===== src/verilog/periph_xbar_pkg.sv =====
/*
 * periph_xbar_pkg
 * Sizes, cluster address map, target indices and the request and response
 * payload structs shared by the peripheral interconnect.
 */

package periph_xbar_pkg;

  // initiators: cores first, then master peripheral ports
  localparam int unsigned NB_CORES    = 3;
  localparam int unsigned NB_MPERIPHS = 1;
  localparam int unsigned NB_INPS     = NB_CORES + NB_MPERIPHS;
  localparam int unsigned NB_TGTS     = 8;
  localparam int unsigned INP_IDX_W   = $clog2(NB_INPS);

  localparam int unsigned ADDR_W = 32;
  localparam int unsigned DATA_W = 32;
  localparam int unsigned BE_W   = 4;

  // peripheral select field inside the window
  localparam int unsigned ROUTE_LSB = 10;
  localparam int unsigned ROUTE_MSB = 13;

  // cluster map, each cluster id adds a 4 MiB step to the base
  localparam logic [ADDR_W-1:0] CLUSTER_BASE = 32'h1000_0000;
  localparam logic [ADDR_W-1:0] PERIPH_OFFS  = 32'h0020_0000;
  localparam logic [ADDR_W-1:0] EXT_OFFS     = 32'h0040_0000;

  localparam bit          ALIAS_EN  = 1'b1;
  localparam logic [7:0]  ALIAS_TOP = 8'h1B;

  typedef logic [$clog2(NB_TGTS)-1:0] tgt_idx_t;
  typedef logic [NB_INPS-1:0]         init_id_t;

  // target map
  localparam tgt_idx_t    TGT_EVENT_ID = 3'd2;
  localparam int unsigned EU_PLUGS     = 2;
  localparam tgt_idx_t    TGT_HWPE_ID  = 3'd5;
  localparam bit          HWPE_PRESENT = 1'b0;
  localparam tgt_idx_t    TGT_EXT_ID   = 3'd6;
  localparam tgt_idx_t    TGT_ERR_ID   = 3'd7;

  // 73 bits
  typedef struct packed {
    logic [ADDR_W-1:0] addr;
    logic [DATA_W-1:0] data;
    init_id_t          id;
    logic              we_n;  // low for a write
    logic [BE_W-1:0]   be;
  } periph_req_t;

  // 37 bits
  typedef struct packed {
    logic [DATA_W-1:0] data;
    init_id_t          id;
    logic              opc;
  } periph_rsp_t;

endpackage


===== src/verilog/periph_req_router.sv =====
/*
 * periph_req_router
 * Decodes one initiator's address to a single target and steers the
 * request to it. The grant of the chosen target is returned to the initiator.
 */

`timescale 1ns/1ps

module periph_req_router
  import periph_xbar_pkg::*;
(
  input  logic [ADDR_W-1:0]  periph_base_i,
  input  logic [ADDR_W-1:0]  periph_end_i,
  input  logic [7:0]         cluster_top_i,
  input  logic               req_i,
  input  logic [ADDR_W-1:0]  addr_i,
  input  logic [NB_TGTS-1:0] tgt_gnt_i,
  output logic [NB_TGTS-1:0] tgt_req_o,
  output logic               gnt_o
);

  logic [ROUTE_MSB-ROUTE_LSB:0] raw_idx;
  logic                         in_cluster;
  logic                         in_window;
  logic                         well_formed;
  tgt_idx_t                     tgt_sel;

  assign raw_idx = addr_i[ROUTE_MSB:ROUTE_LSB];

  // own cluster or the alias region
  assign in_cluster = (addr_i[31:24] == cluster_top_i) ||
                      (ALIAS_EN && (addr_i[31:24] == ALIAS_TOP));

  assign in_window = (addr_i >= periph_base_i) && (addr_i <= periph_end_i);

  // upper bits must point at the peripheral block, unused bits zero
  assign well_formed = (addr_i[31:20] == periph_base_i[31:20]) &&
                       (addr_i[19:ROUTE_MSB+1] == '0) &&
                       (raw_idx < NB_TGTS);

  always_comb begin
    if (!(in_cluster && in_window)) begin
      tgt_sel = TGT_EXT_ID;
    end else if (!well_formed) begin
      tgt_sel = TGT_ERR_ID;
    end else if ((raw_idx >= TGT_EVENT_ID) && (raw_idx < TGT_EVENT_ID + EU_PLUGS)) begin
      // both event unit plugs share one port
      tgt_sel = TGT_EVENT_ID;
    end else if (!HWPE_PRESENT && (tgt_idx_t'(raw_idx) == TGT_HWPE_ID)) begin
      tgt_sel = TGT_ERR_ID;
    end else if (tgt_idx_t'(raw_idx) == TGT_EXT_ID) begin
      // a direct hit on the external port would loop back out of the cluster
      tgt_sel = TGT_ERR_ID;
    end else begin
      tgt_sel = tgt_idx_t'(raw_idx);
    end
  end

  // one-hot request toward the selected target only
  always_comb begin
    tgt_req_o = '0;
    tgt_req_o[tgt_sel] = req_i;
  end

  assign gnt_o = tgt_gnt_i[tgt_sel];

endmodule


===== src/verilog/periph_rr_arb.sv =====
/*
 * periph_rr_arb
 * Round-robin arbiter in front of one target. Picks the first requesting
 * initiator at or after the priority pointer and forwards its request.
 */

`timescale 1ns/1ps

module periph_rr_arb
  import periph_xbar_pkg::*;
(
  input  logic                      clk_i,
  input  logic                      rst_i,
  input  logic        [NB_INPS-1:0] req_i,
  input  periph_req_t [NB_INPS-1:0] data_i,
  input  logic                      gnt_i,
  output logic        [NB_INPS-1:0] gnt_o,
  output logic                      req_o,
  output periph_req_t               data_o
);

  logic [INP_IDX_W-1:0] ptr_q;
  logic [INP_IDX_W-1:0] win;
  logic [INP_IDX_W-1:0] ptr_nxt;
  logic                 found;

  // scan from the pointer, wrapping around once
  always_comb begin
    int unsigned cand;
    found = 1'b0;
    win   = ptr_q;
    for (int unsigned k = 0; k < NB_INPS; k++) begin
      cand = (int'(ptr_q) + k) % NB_INPS;
      if (!found && req_i[cand]) begin
        found = 1'b1;
        win   = INP_IDX_W'(cand);
      end
    end
  end

  assign req_o  = found;
  assign data_o = data_i[win];

  // only the winner sees the target's grant
  always_comb begin
    gnt_o = '0;
    gnt_o[win] = found & gnt_i;
  end

  assign ptr_nxt = (win == INP_IDX_W'(NB_INPS - 1)) ? '0 : win + 1'b1;

  // pointer moves past the winner only on a completed handshake
  always_ff @(posedge clk_i) begin
    if (rst_i) begin
      ptr_q <= '0;
    end else if (req_o && gnt_i) begin
      ptr_q <= ptr_nxt;
    end
  end

endmodule


===== src/verilog/periph_resp_mux.sv =====
/*
 * periph_resp_mux
 * Picks, for one initiator, the target response whose echoed id matches
 * that initiator. Responses cannot be stalled.
 */

`timescale 1ns/1ps

module periph_resp_mux
  import periph_xbar_pkg::*;
(
  input  logic        [NB_TGTS-1:0] rvalid_i,
  input  periph_rsp_t [NB_TGTS-1:0] rdata_i,
  input  init_id_t                  my_id_i,
  output logic                      rvalid_o,
  output periph_rsp_t               rdata_o
);

  logic [NB_TGTS-1:0] hit;
  tgt_idx_t           sel;

  for (genvar t = 0; t < NB_TGTS; t++) begin : gen_hit
    assign hit[t] = rvalid_i[t] && (rdata_i[t].id == my_id_i);
  end

  // at most one target answers an initiator per cycle, so OR-ing is enough
  always_comb begin
    sel = '0;
    for (int unsigned t = 0; t < NB_TGTS; t++) begin
      if (hit[t]) begin
        sel = sel | tgt_idx_t'(t);
      end
    end
  end

  assign rvalid_o = |hit;
  assign rdata_o  = rdata_i[sel];

endmodule


===== src/verilog/periph_xbar.sv =====
/*
 * periph_xbar
 * Peripheral interconnect of the cluster. Routes core and master peripheral
 * requests to the slave peripherals through per-target round-robin arbiters
 * and returns responses by the echoed initiator id.
 */

`timescale 1ns/1ps

module periph_xbar
  import periph_xbar_pkg::*;
(
  input  logic                      clk_i,
  input  logic                      rst_i,
  input  logic        [5:0]         cluster_id_i,
  // initiator side
  input  logic        [NB_INPS-1:0] init_req_i,
  input  periph_req_t [NB_INPS-1:0] init_wdata_i,
  output logic        [NB_INPS-1:0] init_gnt_o,
  output logic        [NB_INPS-1:0] init_rvalid_o,
  output periph_rsp_t [NB_INPS-1:0] init_rdata_o,
  // target side
  output logic        [NB_TGTS-1:0] tgt_req_o,
  output periph_req_t [NB_TGTS-1:0] tgt_wdata_o,
  input  logic        [NB_TGTS-1:0] tgt_gnt_i,
  input  logic        [NB_TGTS-1:0] tgt_rvalid_i,
  input  periph_rsp_t [NB_TGTS-1:0] tgt_rdata_i
);

  logic [ADDR_W-1:0] cluster_base;
  logic [ADDR_W-1:0] periph_base;
  logic [ADDR_W-1:0] periph_end;

  // address window, computed once for all routers
  assign cluster_base = CLUSTER_BASE + (ADDR_W'(cluster_id_i) << 22);
  assign periph_base  = cluster_base + PERIPH_OFFS;
  assign periph_end   = cluster_base + EXT_OFFS;

  periph_req_t [NB_INPS-1:0]              req_payload;
  logic [NB_INPS-1:0][NB_TGTS-1:0]        route_req;
  logic [NB_INPS-1:0][NB_TGTS-1:0]        route_gnt;
  logic [NB_TGTS-1:0][NB_INPS-1:0]        arb_req;
  logic [NB_TGTS-1:0][NB_INPS-1:0]        arb_gnt;

  for (genvar i = 0; i < NB_INPS; i++) begin : gen_inps
    // the id is always the initiator's own one-hot position
    assign req_payload[i] = '{
      addr: init_wdata_i[i].addr,
      data: init_wdata_i[i].data,
      id:   init_id_t'(1 << i),
      we_n: init_wdata_i[i].we_n,
      be:   init_wdata_i[i].be
    };

    periph_req_router u_router (
      .periph_base_i (periph_base),
      .periph_end_i  (periph_end),
      .cluster_top_i (cluster_base[31:24]),
      .req_i         (init_req_i[i]),
      .addr_i        (init_wdata_i[i].addr),
      .tgt_gnt_i     (route_gnt[i]),
      .tgt_req_o     (route_req[i]),
      .gnt_o         (init_gnt_o[i])
    );

    periph_resp_mux u_resp_mux (
      .rvalid_i (tgt_rvalid_i),
      .rdata_i  (tgt_rdata_i),
      .my_id_i  (init_id_t'(1 << i)),
      .rvalid_o (init_rvalid_o[i]),
      .rdata_o  (init_rdata_o[i])
    );
  end

  for (genvar t = 0; t < NB_TGTS; t++) begin : gen_tgts
    // transpose initiator x target into target x initiator
    for (genvar i = 0; i < NB_INPS; i++) begin : gen_xpose
      assign arb_req[t][i]   = route_req[i][t];
      assign route_gnt[i][t] = arb_gnt[t][i];
    end

    periph_rr_arb u_arb (
      .clk_i  (clk_i),
      .rst_i  (rst_i),
      .req_i  (arb_req[t]),
      .data_i (req_payload),
      .gnt_i  (tgt_gnt_i[t]),
      .gnt_o  (arb_gnt[t]),
      .req_o  (tgt_req_o[t]),
      .data_o (tgt_wdata_o[t])
    );
  end

endmodule


===== config.mk =====
export PLATFORM = sky130hd
export DESIGN_NAME = periph_xbar
export DESIGN_NICKNAME = d
export VERILOG_FILES = /design/src/verilog/periph_xbar_pkg.sv /design/src/verilog/periph_req_router.sv /design/src/verilog/periph_rr_arb.sv /design/src/verilog/periph_resp_mux.sv /design/src/verilog/periph_xbar.sv
export SDC_FILE = /design/constraint.sdc
export NUM_CORES = 2
export LEC_CHECK = 0
export ABC_AREA = 1
export BUFFER_PORTS_ARGS = -buffer_cell sky130_fd_sc_hd__clkbuf_2
export CORE_AREA = 2 2 527 529
export DETAILED_ROUTE_END_ITERATION = 16
export DIE_AREA = 0 0 529 531
export PLACE_DENSITY = 0.3
export SLEW_MARGIN = 20
export SYNTH_ARGS = -nofsm -noshare
export SYNTH_HDL_FRONTEND = slang
export SYNTH_SLANG_ARGS = --single-unit

===== constraint.sdc =====
create_clock -name clk_i -period 8.33 [get_ports clk_i]
set_clock_uncertainty 0.15 [all_clocks]
set_input_delay 1.666 -clock clk_i [delete_from_list [all_inputs] [get_ports clk_i]]
set_output_delay 1.666 -clock clk_i [all_outputs]
set_load 0.02 [all_outputs]

After elaboration in Yosys (flattened, before gate mapping). Index checks and enable logic that the tools add are counted.

Add/sub/neg operators: 35. Order comparisons: 80. Equality and inequality tests: 60. Mux-type cells: 232. Bitwise logic cells: 20. Reductions and logical operators: 132.

Operators by type and width (number): $bmux 73 s2 (8); $mux 73 (8); $bmux 37 s3 (4); $mux 37 (4); $ge 32x31->1 (4); $le 32x31->1 (4); $lt 2x3->1 const B (40); $mux 3 (36); $logic_and 1x1->1 (96); $mux 1 (84); $mux 2 (40); $bmux 1 s2 (32); $eq 12x11->1 (4); $add 2x1->2 const B (16); $add 2x2->2 const B (16); $and 4x4->4 (8); $and 8x8->8 (4); $eq 4x1->1 const B (8); $eq 4x2->1 const B (8); $eq 4x3->1 const B (8); $eq 4x4->1 const B (8); $eq 8x5->1 const B (4); $eq 8x6->1 (4); $lt 3x4->1 const B (8); 18 further kinds (103).

Bits in registers: 16. Bits of input ports: 616. Output and inout port bits: 748.

Depth between registers and ports, before layout.
Word-level depth: 31. Gate-level depth with buffers: 39. Gate-level depth less buffers: 37.

Hierarchy. A second synthesis with hierarchy kept.

Cell total of the unflattened synthesis: 12173. Area total of the unflattened synthesis: 57531.4 µm².

By module, submodules not included: periph_rr_arb at gen_tgts[1].u_arb ... (instances 6, cells each 842, area an instance 3813.7 µm², seq. area each 40.0 µm²); periph_resp_mux (instances 4, cells each 1010, area an instance 4643.2 µm², seq. area each 0.0 µm²); periph_req_router (instances 4, cells each 344, area an instance 2085.8 µm², seq. area each 0.0 µm²); periph_rr_arb at gen_tgts[0].u_arb ... (instances 2, cells each 842, area an instance 3808.7 µm², seq. area each 40.0 µm²); periph_xbar (instances 1, cells each 21, area an instance 116.4 µm², seq. area each 0.0 µm²).

Worst setup path before layout. OpenSTA, ideal clock, no wires.

Path kind: input port to output port. Start: in cluster_id_i[0]. End: out init_gnt_o[2]. Arrival: 5442 ps. Required time: 6514 ps. Setup slack: 1072 ps. Cell stages on the path: 37. Path through: ha_1 nand2_1 nor2_1 xor2_1 inv_1 ha_1 nand2_1 nor3_1 nand4_1 nor3_1 nand3_1 nand2_2 nand3_4 nor2_1 nand3_1 nand2_1 nand2_1 nand2_2 inv_2 nand3_1 nand2_1 nand2_1 nand2_1 nand2_1 nand2_1 inv_2 buf_2 ha_1 inv_1 nor2_1 nand3_1 nand2_1 nand2_1 nand2_1 inv_1 nand2_1 buf_4.

Cells in the longest elaborated chain, start to end: 31. Elaborated cells between the ends (all ways): 297. Classes of those cells: add/sub: 3; order compare: 32; eq/ne: 8; mux: 154; bitwise: 20; reduce/logical: 80.

Ends and longest elaborated chain: start, declared (RTL line periph_xbar.sv:15) `input logic [5:0] cluster_id_i,`; $add 29x28->30 (*) (RTL line periph_xbar.sv:35) `assign cluster_base = CLUSTER_BASE + (ADDR_W'(cluster_id_i) << 22);`; parallel branches: the longest is 28 deep, another holds $ge 32x31->1; $bmux 1 s3 (*) (RTL line periph_req_router.sv:65) `assign gnt_o = tgt_gnt_i[tgt_sel];`; $mux 1 (not written as such) (*) (RTL line periph_req_router.sv:65); end, declared (RTL line periph_xbar.sv:19) `output logic [NB_INPS-1:0] init_gnt_o,`.

Every way passes the cells marked *. The select of a mux whose other input is x is not followed.

==> impl_metrics.ini <==
[placement]
dp_hpwl_um = 282000
place_area_sq_um = 49200
gp_congestion = 0.957
numPlacedInstances = 12700
port_buffers = 1343

[critical_path]
path_delay_family = simple AND/OR/NAND/NOR gates
crit_buf_inv = 7
criticalPathCategory = in -> out
ff2ff_path_depth = 14
slowest_delay_ns = 0.35
startpoint_type = input pin
worstPathArrival_ns = 6.39
cp_num_cells = 28
end_kind = primary output
required_ns = 6.51
cp_max_fo = 53
cp_slowest_cell = clkbuf_2

[grt]
grt_use_met2_pct = 40.5
met3_usage_pct = 5.25
grt_use_met1_pct = 28.8
grt_max_degree = 139
grt_pass1_vias = 57700
grt-busiest-layer = met2
grtUsageTotal_pct = 24.4
overflow = 0
antenna_found_initial = 109
grt_pass1_wl_um = 488000

[cts]
tritoncts = done
clk_pin_slew_ns = 0.07
cts-htree-levels = 1
cts-root-buf = clkbuf_16
clock_sinks = 16
clockBufferDepth = 2
ctsHoldBuffers = 0
cts_made_buffers = 3
insertion_delay_ns = 0.26

[die]
io_pins = 1364
die-area_sq_um = 281000
row_count = 193
coreArea_sq_um = 275000
die_x_um = 529
initial_utilization_pct = 13.7
die_h_um = 531

[job]
cap_violations = 0

[routing]
vias = 64900
totalWireLength_um = 384000
vias_per_cell = 5.04
wl_per_cell_um = 29.8
drtPass1Iterations = 9
drc = 0
ant_nets = 0
drt_iter0_drc = 7637

[cells_and_area]
layout_commonest_cell = nand2_1
largest_register_ffs = 16
fin_area_sq_um = 51200
final_cells = 12900
top_regs = gen_tgts.u_arb.ptr_q (16)
fillers = 32800
final_cell_mix = nand2_1 (3,370), clkbuf_2 (1,296), nand3_1 (1,093), a21oi_1 (903), o21ai_0 (601)
multi_input_area_sq_um = 32300
regMostFlops = gen_tgts.u_arb.ptr_q
drive_above_1_share_pct = 21.1
seqCellArea_sq_um = 335
layout.nets = 9891
area.growth.synth_to_final_pct = 35.6

[timing]
report.final.setup_viol = 0
fin_crit_sh_pct = 98.5
drv_slew = 0
fmax_ghz = 0.122
hold_viol = 0
timing.slew.headroom_pct = 26.5
worst_pin_slew_ns = 1.10
fin_crit_ns = 8.20

[pwr]
p_leak_uw = 0.0284
power_density_nw_per_um2 = 242
vdd_drop_max_v = 0.000221

[synthesis]
netlist_top_cells_area = nand2_1 (34%), nand3_1 (15%), a21oi_1 (12%), o21ai_0 (8.0%), clkbuf_1 (4.5%)
synth_top_area_share_pct = 34.1
synth-seq-area-share_pct = 0.848
synth-edff-count = 0
netlist_instances = 8284
ys_ff_latch = 16
synth.cell_area_sq_um = 37800
synth_cell_types = 55
synthFlopType = dfxtp_1
syn_area_per_cell_sq_um = 4.56
synth_warnings = 0
synth_top_cell_by_area = nand2_1
async_flop_share_pct = 0

[worst_hold_path]
hold_class = reg -> reg
hold_depth = 2

[run_status]
status = complete, no violations
[tightest hold or removal path, stage by stage (launching register included)]
cell and delay [ns]:
dfxtp_1 0.36, inv_1 0.14, a21oi_1 0.08
[Yosys cell counts (4+ instances only)]
cell      instances
clkinv_1          6
nand2_1        3430
buf_4            40
o21a_1            4
xor2_1            7
o211ai_1          8
nor4_1           23
a31oi_1         150
nor3_1           39
dfxtp_1          16
o21ai_1          10
inv_2            20
a221oi_1         16
o21ai_0         604
a211oi_1         13
o21bai_1          4
buf_6            13
inv_1           451
a21oi_1         906
buf_1            28
nor2_2            8
buf_2           330
nand2_2          18
nand3_2           4
clkbuf_1        454
ha_1             81
a22oi_1         138
nor2_1          247
nand4_1          63
nand3b_1         16
nand3_1        1100
[final cells by class]
| cell class | instances | share of cell area, % |
|---|---|---|
| multi-input combinational | 6927 | 63.2 |
| clock buffer | 3 | 0.147 |
| antenna | 70 | 0.342 |
| inverter | 477 | 3.54 |
| clock inverter | 1 | 0.00733 |
| timing repair buffer | 1769 | 23.3 |
| sequential | 16 | 0.655 |
| tap | 3607 | 8.82 |
[layer usage]
metal / wire length [um] / vias up / share of wire [%]
met2: 176000 / 3960 / 46
met5: 264 / - / 0.069
li1: - / 29100 / -
met3: 33900 / 741 / 8.8
met1: 147000 / 31000 / 38
met4: 26900 / 24 / 7.0
[worst paths after layout]
check                                                from                                       to  slack (ns)
hold reg to reg   gen_tgts[7].u_arb.ptr_q[1]$_SDFFE_PP0N_  gen_tgts[7].u_arb.ptr_q[1]$_SDFFE_PP0N_        0.47
setup / recovery                          cluster_id_i[0]                         tgt_wdata_o[500]        0.13
hold / removal    gen_tgts[7].u_arb.ptr_q[1]$_SDFFE_PP0N_  gen_tgts[7].u_arb.ptr_q[1]$_SDFFE_PP0N_        0.47
setup reg to reg  gen_tgts[1].u_arb.ptr_q[0]$_SDFFE_PP0N_  gen_tgts[1].u_arb.ptr_q[1]$_SDFFE_PP0N_        5.11
[stage by stage]
stage	setup TNS (ns)	worst slack [ns]	hold slack, ns	power (uW)	util [%]
global placement	-9.99	-0.265	0.446	11800	17.9
finish	0	0.126	0.473	12400	18.6
CTS	0	0.000588	0.471	12000	18.0
detailed placement	-9.96	-0.256	0.460	11800	17.9
global route	-0.0311	-0.0201	0.514	13100	18.6
floorplan	0	1.07	0.382	5920	-
[report_power, final]
| part | switching, uW | total [uW] | internal (uW) |
|---|---|---|---|
| Sequential | 33.0 | 121 | 87.9 |
| Combinational | 8900 | 12200 | 3280 |
| Clock | 44.0 | 108 | 64.3 |
| Total | 8970 | 12400 | 3430 |
[what timing repair did]
item,CTS,global route
pin swaps,4,28
buffers inserted,5,19
hold endpoints to repair,0,0
gates resized for setup,23,210
cloned,0,31
endpoints found under the setup margin,131,416
[kinds of logic (layout without fill, tap and decap cells)]
| logic type | count (synthesis) | count (layout) | share of synthesized area [%] |
|---|---|---|---|
| compound gates | 1872 | 1872 | 26.8 |
| xor+xnor | 8 | 8 | 0.186 |
| fa+ha+maj | 81 | 81 | 2.68 |
| buf+inv | 1342 | 2250 | 15.1 |
| flops | 16 | 16 | 0.848 |
| mux | 2 | 2 | 0.0530 |
| other cells | 1 | 72 | 0.00993 |
| simple gates | 4962 | 4962 | 54.3 |
Note: power is estimated with default switching activity, not from simulation.
